File: config.mk
export PLATFORM = sky130hd
export DESIGN_NAME = dp_top
export DESIGN_NICKNAME = d
export VERILOG_FILES = /design/src/hdl/dp_pkg.sv /design/src/hdl/cmd_fifo.sv /design/src/hdl/packet_decoder.sv /design/src/hdl/task_station.sv /design/src/hdl/edge_pe_array.sv /design/src/hdl/dp_top.sv
export SDC_FILE = /design/constraint.sdc
export NUM_CORES = 1
export LEC_CHECK = 0
export ABC_AREA = 1
export BUFFER_PORTS_ARGS = -buffer_cell sky130_fd_sc_hd__clkbuf_2
export CORE_ASPECT_RATIO = 1.75
export CORE_UTILIZATION = 59
export DETAILED_ROUTE_END_ITERATION = 6
export HOLD_SLACK_MARGIN = 0.15
export PLACE_DENSITY = 0.79
export SYNTH_ARGS = -nofsm -noshare
export SYNTH_HDL_FRONTEND = slang
export SYNTH_SLANG_ARGS = --single-unit
File: constraint.sdc
create_clock -name clk -period 2.65 [get_ports clk]
set_clock_uncertainty 0.2 [all_clocks]
set_input_delay 0.1325 -clock clk [delete_from_list [all_inputs] [get_ports clk]]
set_output_delay 0.1325 -clock clk [all_outputs]
set_load 0.02 [all_outputs]
File: src/hdl/dp_pkg.sv
package dp_pkg;

    // **********************************************************
    // Sizes
    // **********************************************************
    localparam int packet_size       = 16;
    localparam int op_width          = 2;
    localparam int task_size         = packet_size - op_width;
    localparam int num_edge_pe       = 4;
    localparam int max_replay_iter   = 4;
    localparam int iter_width        = $clog2(max_replay_iter);
    localparam int fifo_depth        = 4;
    localparam int fifo_ptr_width    = $clog2(fifo_depth);
    localparam int fifo_cnt_width    = $clog2(fifo_depth + 1);
    localparam int station_depth     = 4;
    localparam int station_ptr_width = $clog2(station_depth);
    localparam int station_cnt_width = $clog2(station_depth + 1);

    // Field positions inside a command packet
    localparam int mask_msb     = 13;
    localparam int mask_lsb     = 10;
    localparam int mask_width   = mask_msb - mask_lsb + 1;
    localparam int len_width    = 4;
    localparam int cfg_width    = 4;
    localparam int pe_cnt_width = len_width + 1;

    // **********************************************************
    // Types
    // **********************************************************
    typedef enum logic [op_width-1:0] {
        op_task   = 2'b00,
        op_replay = 2'b01,
        op_num_fv = 2'b10,
        op_wbound = 2'b11
    } dp_opcode_e;

    typedef enum logic [2:0] {
        st_idle,
        st_wait_grant,
        st_wait_drain,
        st_wait_stream,
        st_wait_vertex
    } dec_state_e;

    typedef struct packed {
        logic                   valid;
        logic [packet_size-1:0] packet;
    } com_packet_s;

    // Command without its opcode field
    typedef struct packed {
        logic                 valid;
        logic [task_size-1:0] packet;
    } task_packet_s;

    typedef struct packed {
        logic                   valid;
        logic [packet_size-1:0] packet;
    } mem_packet_s;

endpackage

File: src/hdl/cmd_fifo.sv
`timescale 1ns/1ps

module cmd_fifo import dp_pkg::*; (
    input  logic        clk,
    input  logic        reset,
    input  com_packet_s cmd_in,
    input  logic        fifo_stall,
    output com_packet_s fifo_head,
    output logic        fifo_full
);

    logic [packet_size-1:0]    mem [fifo_depth];
    logic [fifo_ptr_width-1:0] rd_ptr;
    logic [fifo_ptr_width-1:0] wr_ptr;
    logic [fifo_cnt_width-1:0] count;
    logic                      do_write;
    logic                      do_pop;

    assign fifo_full = (count == fifo_depth);
    assign do_write  = cmd_in.valid && !fifo_full;

    // The head is popped in the same cycle the decoder consumes it
    assign fifo_head.valid  = (count != '0);
    assign fifo_head.packet = mem[rd_ptr];
    assign do_pop           = fifo_head.valid && !fifo_stall;

    always_ff @(posedge clk) begin
        if (do_write) begin
            mem[wr_ptr] <= cmd_in.packet;
        end
    end

    always_ff @(posedge clk) begin
        if (reset) begin
            rd_ptr <= '0;
            wr_ptr <= '0;
            count  <= '0;
        end else begin
            if (do_write) begin
                wr_ptr <= wr_ptr + 1'b1;
            end
            if (do_pop) begin
                rd_ptr <= rd_ptr + 1'b1;
            end
            case ({do_write, do_pop})
                2'b10:   count <= count + 1'b1;
                2'b01:   count <= count - 1'b1;
                default: count <= count;
            endcase
        end
    end

endmodule

File: src/hdl/packet_decoder.sv
`timescale 1ns/1ps

module packet_decoder import dp_pkg::*; (
    input  logic                   clk,
    input  logic                   reset,
    input  com_packet_s            fifo_head,
    input  logic                   station_empty,
    input  logic                   station_space,
    input  logic                   grant,
    input  logic                   bank_busy,
    input  logic [num_edge_pe-1:0] pe_idle,
    input  logic                   stream_end,
    input  logic                   vertex_done,
    input  logic                   cntl_done,
    output logic                   task_complete,
    output task_packet_s           task_out,
    output logic                   req,
    output logic                   fifo_stall,
    output logic                   replay_iter_flag,
    output logic [iter_width-1:0]  replay_iter,
    output logic [cfg_width-1:0]   num_fv,
    output logic [cfg_width-1:0]   weights_boundary,
    output mem_packet_s            mem_pkt
);

    dec_state_e             state;
    dec_state_e             state_nx;
    dp_opcode_e             opcode;
    logic [packet_size-1:0] held_pkt;
    logic [mask_width-1:0]  iter_mask;
    logic                   head_valid;
    logic                   task_enabled;
    logic                   task_dispatch;
    logic                   drained;
    logic                   load_held;
    logic                   load_num_fv;
    logic                   load_wbound;
    logic                   advance_iter;

    // **********************************************************
    // Decode of the FIFO head
    // **********************************************************
    // Heads are only presented to us while idle, since the stall is the state itself
    assign head_valid = fifo_head.valid && (state == st_idle);
    assign opcode     = dp_opcode_e'(fifo_head.packet[packet_size-1 -: op_width]);
    assign iter_mask  = fifo_head.packet[mask_msb:mask_lsb];

    // A task that would overflow the station takes the memory path instead
    assign task_enabled  = iter_mask[replay_iter] && station_space;
    assign task_dispatch = head_valid && (opcode == op_task) && task_enabled;

    assign task_out.valid  = task_dispatch;
    assign task_out.packet = fifo_head.packet[task_size-1:0];

    assign load_num_fv = head_valid && (opcode == op_num_fv);
    assign load_wbound = head_valid && (opcode == op_wbound);
    assign load_held   = head_valid && ((opcode == op_replay) ||
                                        ((opcode == op_task) && !task_enabled));

    // Station empty already folds in a write that is still in flight
    assign drained = !bank_busy && station_empty && (&pe_idle);

    assign fifo_stall       = (state != st_idle);
    assign req              = (state == st_wait_grant);
    assign replay_iter_flag = (state == st_wait_vertex);
    assign task_complete    = cntl_done && (state == st_idle);

    // **********************************************************
    // Replay and deferral FSM
    // **********************************************************
    always_comb begin
        state_nx     = state;
        mem_pkt      = '0;
        advance_iter = 1'b0;
        case (state)
            st_idle: begin
                if (head_valid && (opcode == op_replay)) begin
                    state_nx = st_wait_drain;
                end else if (head_valid && (opcode == op_task) && !task_enabled) begin
                    state_nx = st_wait_grant;
                end
            end
            st_wait_grant: begin
                if (grant) begin
                    mem_pkt.valid  = 1'b1;
                    mem_pkt.packet = held_pkt;
                    state_nx       = st_idle;
                end
            end
            st_wait_drain: begin
                if (drained) begin
                    mem_pkt.valid  = 1'b1;
                    mem_pkt.packet = held_pkt;
                    advance_iter   = 1'b1;
                    state_nx       = st_wait_stream;
                end
            end
            st_wait_stream: begin
                if (stream_end) begin
                    state_nx = st_wait_vertex;
                end
            end
            st_wait_vertex: begin
                if (vertex_done) begin
                    state_nx = st_idle;
                end
            end
            default: state_nx = st_idle;
        endcase
    end

    always_ff @(posedge clk) begin
        if (reset) begin
            state            <= st_idle;
            replay_iter      <= '0;
            num_fv           <= '0;
            weights_boundary <= '0;
        end else begin
            state <= state_nx;
            if (advance_iter) begin
                replay_iter <= replay_iter + 1'b1;
            end
            if (load_num_fv) begin
                num_fv <= fifo_head.packet[cfg_width-1:0];
            end
            if (load_wbound) begin
                weights_boundary <= fifo_head.packet[cfg_width-1:0];
            end
        end
    end

    always_ff @(posedge clk) begin
        if (load_held) begin
            held_pkt <= fifo_head.packet;
        end
    end

endmodule

File: src/hdl/task_station.sv
`timescale 1ns/1ps

module task_station import dp_pkg::*; (
    input  logic                   clk,
    input  logic                   reset,
    input  task_packet_s           task_in,
    input  logic [num_edge_pe-1:0] pe_idle,
    output task_packet_s           pe_task,
    output logic [num_edge_pe-1:0] pe_sel,
    output logic                   station_empty,
    output logic                   station_space
);

    logic [task_size-1:0]         mem [station_depth];
    logic [station_ptr_width-1:0] rd_ptr;
    logic [station_ptr_width-1:0] wr_ptr;
    logic [station_cnt_width-1:0] count;
    logic [num_edge_pe-1:0]       idle_pick;
    logic                         do_write;
    logic                         do_issue;

    // Lowest numbered idle PE wins
    always_comb begin
        idle_pick = '0;
        for (int i = num_edge_pe - 1; i >= 0; i--) begin
            if (pe_idle[i]) begin
                idle_pick    = '0;
                idle_pick[i] = 1'b1;
            end
        end
    end

    assign do_write = task_in.valid && (count != station_depth);
    assign do_issue = (count != '0) && (|pe_idle);

    assign pe_task.valid  = do_issue;
    assign pe_task.packet = mem[rd_ptr];
    assign pe_sel         = do_issue ? idle_pick : '0;

    assign station_space = (count < station_depth);
    assign station_empty = (count == '0) && !task_in.valid;

    always_ff @(posedge clk) begin
        if (do_write) begin
            mem[wr_ptr] <= task_in.packet;
        end
    end

    always_ff @(posedge clk) begin
        if (reset) begin
            rd_ptr <= '0;
            wr_ptr <= '0;
            count  <= '0;
        end else begin
            if (do_write) begin
                wr_ptr <= wr_ptr + 1'b1;
            end
            if (do_issue) begin
                rd_ptr <= rd_ptr + 1'b1;
            end
            case ({do_write, do_issue})
                2'b10:   count <= count + 1'b1;
                2'b01:   count <= count - 1'b1;
                default: count <= count;
            endcase
        end
    end

endmodule

File: src/hdl/edge_pe_array.sv
`timescale 1ns/1ps

module edge_pe_array import dp_pkg::*; (
    input  logic                   clk,
    input  logic                   reset,
    input  task_packet_s           pe_task,
    input  logic [num_edge_pe-1:0] pe_sel,
    output logic [num_edge_pe-1:0] pe_idle
);

    logic [pe_cnt_width-1:0] pe_cnt [num_edge_pe];
    logic [len_width-1:0]    task_len;
    logic [pe_cnt_width-1:0] load_val;

    // **********************************************************
    // Busy counters, one per edge PE
    // **********************************************************
    assign task_len = pe_task.packet[len_width-1:0];

    // A zero length task still occupies its PE for one cycle
    assign load_val = {1'b0, task_len} + 1'b1;

    always_ff @(posedge clk) begin
        if (reset) begin
            for (int i = 0; i < num_edge_pe; i++) begin
                pe_cnt[i] <= '0;
            end
        end else begin
            for (int i = 0; i < num_edge_pe; i++) begin
                if (pe_task.valid && pe_sel[i]) begin
                    pe_cnt[i] <= load_val;
                end else if (pe_cnt[i] != '0) begin
                    pe_cnt[i] <= pe_cnt[i] - 1'b1;
                end
            end
        end
    end

    always_comb begin
        for (int i = 0; i < num_edge_pe; i++) begin
            pe_idle[i] = (pe_cnt[i] == '0);
        end
    end

endmodule

File: src/hdl/dp_top.sv
`timescale 1ns/1ps

module dp_top import dp_pkg::*; (
    input  logic                   clk,
    input  logic                   reset,
    input  com_packet_s            cmd_in,
    input  logic                   grant,
    input  logic                   bank_busy,
    input  logic                   stream_end,
    input  logic                   vertex_done,
    input  logic                   cntl_done,
    output logic                   fifo_full,
    output logic                   req,
    output mem_packet_s            mem_pkt,
    output logic                   task_complete,
    output logic                   replay_iter_flag,
    output logic [iter_width-1:0]  replay_iter,
    output logic [cfg_width-1:0]   num_fv,
    output logic [cfg_width-1:0]   weights_boundary,
    output logic [num_edge_pe-1:0] pe_idle
);

    com_packet_s            fifo_head;
    logic                   fifo_stall;
    task_packet_s           task_out;
    task_packet_s           pe_task;
    logic [num_edge_pe-1:0] pe_sel;
    logic                   station_empty;
    logic                   station_space;

    cmd_fifo i_cmd_fifo (
        .clk        (clk),
        .reset      (reset),
        .cmd_in     (cmd_in),
        .fifo_stall (fifo_stall),
        .fifo_head  (fifo_head),
        .fifo_full  (fifo_full)
    );

    packet_decoder i_packet_decoder (
        .clk              (clk),
        .reset            (reset),
        .fifo_head        (fifo_head),
        .station_empty    (station_empty),
        .station_space    (station_space),
        .grant            (grant),
        .bank_busy        (bank_busy),
        .pe_idle          (pe_idle),
        .stream_end       (stream_end),
        .vertex_done      (vertex_done),
        .cntl_done        (cntl_done),
        .task_complete    (task_complete),
        .task_out         (task_out),
        .req              (req),
        .fifo_stall       (fifo_stall),
        .replay_iter_flag (replay_iter_flag),
        .replay_iter      (replay_iter),
        .num_fv           (num_fv),
        .weights_boundary (weights_boundary),
        .mem_pkt          (mem_pkt)
    );

    task_station i_task_station (
        .clk           (clk),
        .reset         (reset),
        .task_in       (task_out),
        .pe_idle       (pe_idle),
        .pe_task       (pe_task),
        .pe_sel        (pe_sel),
        .station_empty (station_empty),
        .station_space (station_space)
    );

    edge_pe_array i_edge_pe_array (
        .clk     (clk),
        .reset   (reset),
        .pe_task (pe_task),
        .pe_sel  (pe_sel),
        .pe_idle (pe_idle)
    );

endmodule

==> impl.org <==
** Run status
- The run finished, with violations left.
- The checks that failed: setup timing.

** Drt
- The highest metal layer carrying signal wires in the routed design is met4.
- Detailed Route Iter0 Violations :: 347
- Once detail routing completed, the nets flagged for antenna violations numbered 0.
- Sum of routed wire segments on met1 :: 5233 um
- The routed design uses 784 um of met3 wire.
- Routed length per instance :: 17.50 um
- Per-cell via count in the routed design :: 5.657
- Wires add up to 15210 um.
- Before antenna repair, the detailed router went through 5 iterations.
- Amount of wire on met2 after detailed routing :: 8500 um
- The final route contains 4916 vias.
- In the routed design, unresolved DRC markers number 0.

** Place
- # placed instances :: 801
- Port buffering added 58 buffers.
- HPWL Detailed :: 9484 um
- At the end of routability-driven placement, the weighted congestion stood at 0.8448.
- Area after detailed placement :: 7048 um2

** Finish
- In the layout the commonest cells are sky130_fd_sc_hd__edfxtp_1 (116), sky130_fd_sc_hd__inv_1 (75), sky130_fd_sc_hd__nor2_1 (74), sky130_fd_sc_hd__nand2_1 (64), sky130_fd_sc_hd__o21ai_0 (51).
- After routing the design area is 8254 um2.
- Number of nets at the end of the flow :: 773
- Fraction of layout instances using a drive strength above 1 :: 21.38%
- The finished layout holds 869 standard cells, fillers aside.
- The number of antenna diodes in the final layout is 0.
- After filler insertion, the fill cell instance count of the layout stands at 687.
- Most frequent standard cell in the layout excluding fill and tap cells :: sky130_fd_sc_hd__edfxtp_1
- Layout overhead on the synthesized area :: 25.90%

** Worst setup path
- Library cell appearing most often on the critical path :: sky130_fd_sc_hd__nand3_1
- Cell breakdown of the critical path :: buf_12 > nand2_1 > nand3_1 > nand3_1 > nand3_1 > nand4_4 > buf_6 > nand3_4 > buf_4 > a21boi_2 > buf_4
- Data arrives at the worst endpoint at 2.37 ns.
- STA puts the critical path data required time at 2.32 ns.
- Slowest cell on crit path :: sky130_fd_sc_hd__dfxtp_4
- The worst setup path is captured at an output pin.
- Path type of the worst setup path :: register to output pin
- Critical Path Start Type :: register
- CP Max Fanout :: 15
- Delay of the slowest cell on the worst path :: 0.37 ns
- Worst path top cell family by delay :: simple AND/OR/NAND/NOR gates
- The number of buffers and inverters on the critical path is 4.

** Power
- Total power density per cell area :: 1080 nW/um2
- Internal power summed over all cells :: 0.005874 W
- The worst-case IR drop observed on VDD is 864.6 uV.
- In this run, the clock network consumes 28.3% of the power.
- For this design the total switching power over the nets is 0.003039 W.
- Sw frac :: 34.10%
- For this design the static power due to leakage is 3.315 nW.
- Total power for the finished layout comes to 0.008913 W.
- Portion of total power attributed to sequential cells :: 38.1%
- Combinational logic is responsible for 33.6% of the overall power.

** Logic synthesis
- Async set-reset flop share out of synthesis :: 0%
- Each instance of the synthesized netlist takes up on average 10.70 um2.
- Cell area after synthesis :: 6556 um2
- Synthesis handed over a netlist of 613 instances.
- Number of synthesis warnings :: 0
- In this run, synthesis produced a sequential element count of 147.
- Yosys mapped a number of flops with a built-in enable equal to 116.
- The number of nets in the synthesized netlist is 658.
- For this run, the leading register cell type out of synthesis is sky130_fd_sc_hd__edfxtp_1.
- Number of different library cells in the post-synthesis netlist :: 42
- Summing the sequential cell areas from Yosys gives 62.60% of the chip area.

** Floorplan
- Core Region :: 10760 um2
- Row count :: 50
- I/O pin count :: 59
- Once the floorplan was initialized, standard cells occupied 60.93% of the core.
- Die Y :: 141.5 um
- The die covers 11550 um2.
- Width of the chip :: 81.69 um

** CTS
- TritonCTS built the clock tree.
- Deepest level of the CTS H-tree :: 4
- In this run, CTS created clock tree buffers numbering 17.
- After clock tree synthesis, the clock-pin slew on the worst setup and hold paths is 0.06 ns.
- CTS sink count :: 147
- At the later pin of the worst-skew pair, clock insertion delay measures 0.42 ns.
- The root buffer cell chosen for the clock tree is sky130_fd_sc_hd__clkbuf_16.
- Maximum clock path buffer count :: 2

** Global routing
- The first global-routing pass estimated 22620 um of wire.
- Vias in the first global route :: 4902
- Congestion Overflow GR :: 0
- Global routing usage summed across all routing layers :: 26.86%
- Maximum number of pins on one net before global-route repair :: 31
- The initial antenna violation count was 0.

** STA
- Number of endpoints with negative hold slack in the final report :: 0
- Hold timing on the final database bottoms out at a slack of 0.2839 ns.
- Unrepaired setup endpoints after global routing :: yes
- Dividing the final minimum period by the clock period gives 101.8%.
- Based on the critical path, the design can be clocked at up to 0.3705 GHz.
- Worst rel slew slack :: 48.99%
- Number of max-slew violations in the final report :: 0
- Setup violations remaining at the end of the flow were counted as 4.
- After layout, the worst setup slack is -0.04898 ns.
- The worst path in the final design needs a cycle of 2.699 ns, including I/O delays and setup.
- For the pin with the worst max-slew slack, the measured transition is 0.7652 ns.

** Flow run
- Max-cap violations :: 0

** Hold path
- Hold Crit Class :: input port to register
worst paths after layout:
check	from	endpoint	slack [ns]	cells past startpoint
worst max register to register	i_edge_pe_array.pe_cnt[0][0]	i_task_station.count[1]	0.04	13
worst max-delay path	register	mem_pkt[11]	-0.05	11
worst min-delay path	cmd_in[15]	i_cmd_fifo.mem[0][15]	0.28	2
worst min register to register	i_packet_decoder.num_fv[1]	i_packet_decoder.num_fv[1]	0.29	2
worst reg2reg max path, cell delays in order (launching register included):
cell	delay (ns)
sky130_fd_sc_hd__edfxtp_1	0.37
sky130_fd_sc_hd__inv_2	0.06
sky130_fd_sc_hd__ha_1	0.20
sky130_fd_sc_hd__nand3_2	0.09
sky130_fd_sc_hd__nor2_4	0.05
sky130_fd_sc_hd__buf_4	0.14
sky130_fd_sc_hd__nor3_1	0.34
sky130_fd_sc_hd__a21oi_2	0.12
sky130_fd_sc_hd__ha_1	0.22
sky130_fd_sc_hd__inv_1	0.11
sky130_fd_sc_hd__fa_1	0.43
sky130_fd_sc_hd__nor2_1	0.10
sky130_fd_sc_hd__a21oi_1	0.04
sky130_fd_sc_hd__nor2_1	0.08
logic make-up (layout without fill, tap and decap cells):
family	Yosys count	in the layout	share of synthesized area (%)
adder cells (fa/ha/maj)	21	21	4.237
flip-flops	147	147	62.60
AND/OR/NAND/NOR	197	197	13.21
AO/OA/AOI/OAI	137	137	12.33
XOR/XNOR	12	12	1.603
buffers and inverters	99	225	6.031
cell usage after synthesis, types with 2 or more instances:
| master | count | area (um2) |
|---|---|---|
| sky130_fd_sc_hd__dfxtp_1 | 31 | 620.6 |
| sky130_fd_sc_hd__nand4_2 | 2 | 25.02 |
| sky130_fd_sc_hd__a21boi_0 | 8 | 60.06 |
| sky130_fd_sc_hd__o21ai_0 | 52 | 260.3 |
| sky130_fd_sc_hd__nand4_1 | 2 | 12.51 |
| sky130_fd_sc_hd__buf_2 | 4 | 20.02 |
| sky130_fd_sc_hd__a21boi_1 | 8 | 60.06 |
| sky130_fd_sc_hd__nor3_1 | 5 | 25.02 |
| sky130_fd_sc_hd__and2_1 | 5 | 31.28 |
| sky130_fd_sc_hd__nor2_1 | 77 | 289.0 |
| sky130_fd_sc_hd__o211ai_1 | 2 | 15.01 |
| sky130_fd_sc_hd__a21oi_2 | 2 | 17.52 |
| sky130_fd_sc_hd__nand3_1 | 31 | 155.2 |
| sky130_fd_sc_hd__fa_1 | 2 | 40.04 |
| sky130_fd_sc_hd__inv_1 | 82 | 307.8 |
| sky130_fd_sc_hd__buf_6 | 2 | 22.52 |
| sky130_fd_sc_hd__clkbuf_1 | 8 | 30.03 |
| sky130_fd_sc_hd__ha_1 | 19 | 237.7 |
| sky130_fd_sc_hd__xnor2_1 | 3 | 26.28 |
| sky130_fd_sc_hd__nand2_1 | 66 | 247.7 |
| sky130_fd_sc_hd__a21oi_1 | 32 | 160.2 |
| sky130_fd_sc_hd__o22ai_1 | 21 | 131.4 |
| sky130_fd_sc_hd__a211oi_1 | 2 | 15.01 |
| sky130_fd_sc_hd__nor2_2 | 4 | 25.02 |
| sky130_fd_sc_hd__o21ai_1 | 3 | 15.01 |
| sky130_fd_sc_hd__edfxtp_1 | 116 | 3483 |
| sky130_fd_sc_hd__xor2_1 | 9 | 78.83 |
flip-flops by register name, indices dropped and copies added, names as in the netlist, named ones only:
signal	cells
i_packet_decoder.num_fv	4
i_packet_decoder.state	3
i_cmd_fifo.count	3
i_packet_decoder.held_pkt	16
i_task_station.count	3
i_edge_pe_array.pe_cnt	20
i_cmd_fifo.mem	64
i_task_station.wr_ptr	2
i_packet_decoder.replay_iter	2
i_packet_decoder.weights_boundary	4
i_cmd_fifo.rd_ptr	2
i_cmd_fifo.wr_ptr	2
i_task_station.mem	16
i_task_station.rd_ptr	2
power by group through the flow:
stage / combinational, W / clock (W) / sequential, W
5_1_grt: 0.00330 / 0.00261 / 0.00345
4_1_cts: 0.00274 / 0.00254 / 0.00338
3_3_place_gp: 0.00245 / 0 / 0.00336
6_report: 0.00299 / 0.00252 / 0.00340
3_5_place_dp: 0.00257 / 0 / 0.00339
2_1_floorplan: 0.00184 / 0 / 0.00335
per-stage QoR:
| stage | setup slack (ns) | TNS (ns) | utilization [%] |
|---|---|---|---|
| global placement | 0.2465 | 0 | 65.50 |
| CTS | -0.001955 | -0.003836 | 74.47 |
| finish | -0.04898 | -0.1137 | 76.71 |
| detailed placement | 0.06425 | 0 | 65.50 |
| floorplan | 0.07361 | 0 | - |
| global route | -0.1677 | -1.568 | 76.71 |
cell type report:
cell class / count / area, um2 / share of cell area, %
Sequential cell: 147 / 4114 / 49.84
Multi-Input combinational cell: 367 / 2172 / 26.31
Timing Repair Buffer: 112 / 868.3 / 10.52
Clock buffer: 18 / 429.2 / 5.199
Inverter: 83 / 319.1 / 3.865
Clock inverter: 12 / 188.9 / 2.289
Tap cell: 130 / 162.7 / 1.971
per-layer routing:
| layer | up-vias | GRT usage [%] |
|---|---|---|
| met4 | 0 | 16.44 |
| li1 | 2345 | - |
| met3 | 50 | 6.817 |
| met1 | 2322 | 26.17 |
| met5 | - | 0 |
| met2 | 199 | 48.64 |
repair_timing:
item / in CTS / in global routing
gates cloned: 0 / 2
gates resized for setup: 34 / 52
pin swaps: 6 / 12
hold buffers: 22 / 0
hold endpoints to repair: 77 / 0
endpoints found under the setup margin: 17 / 20
buffers inserted: 4 / 10
Note: power is estimated with default switching activity, not from simulation.
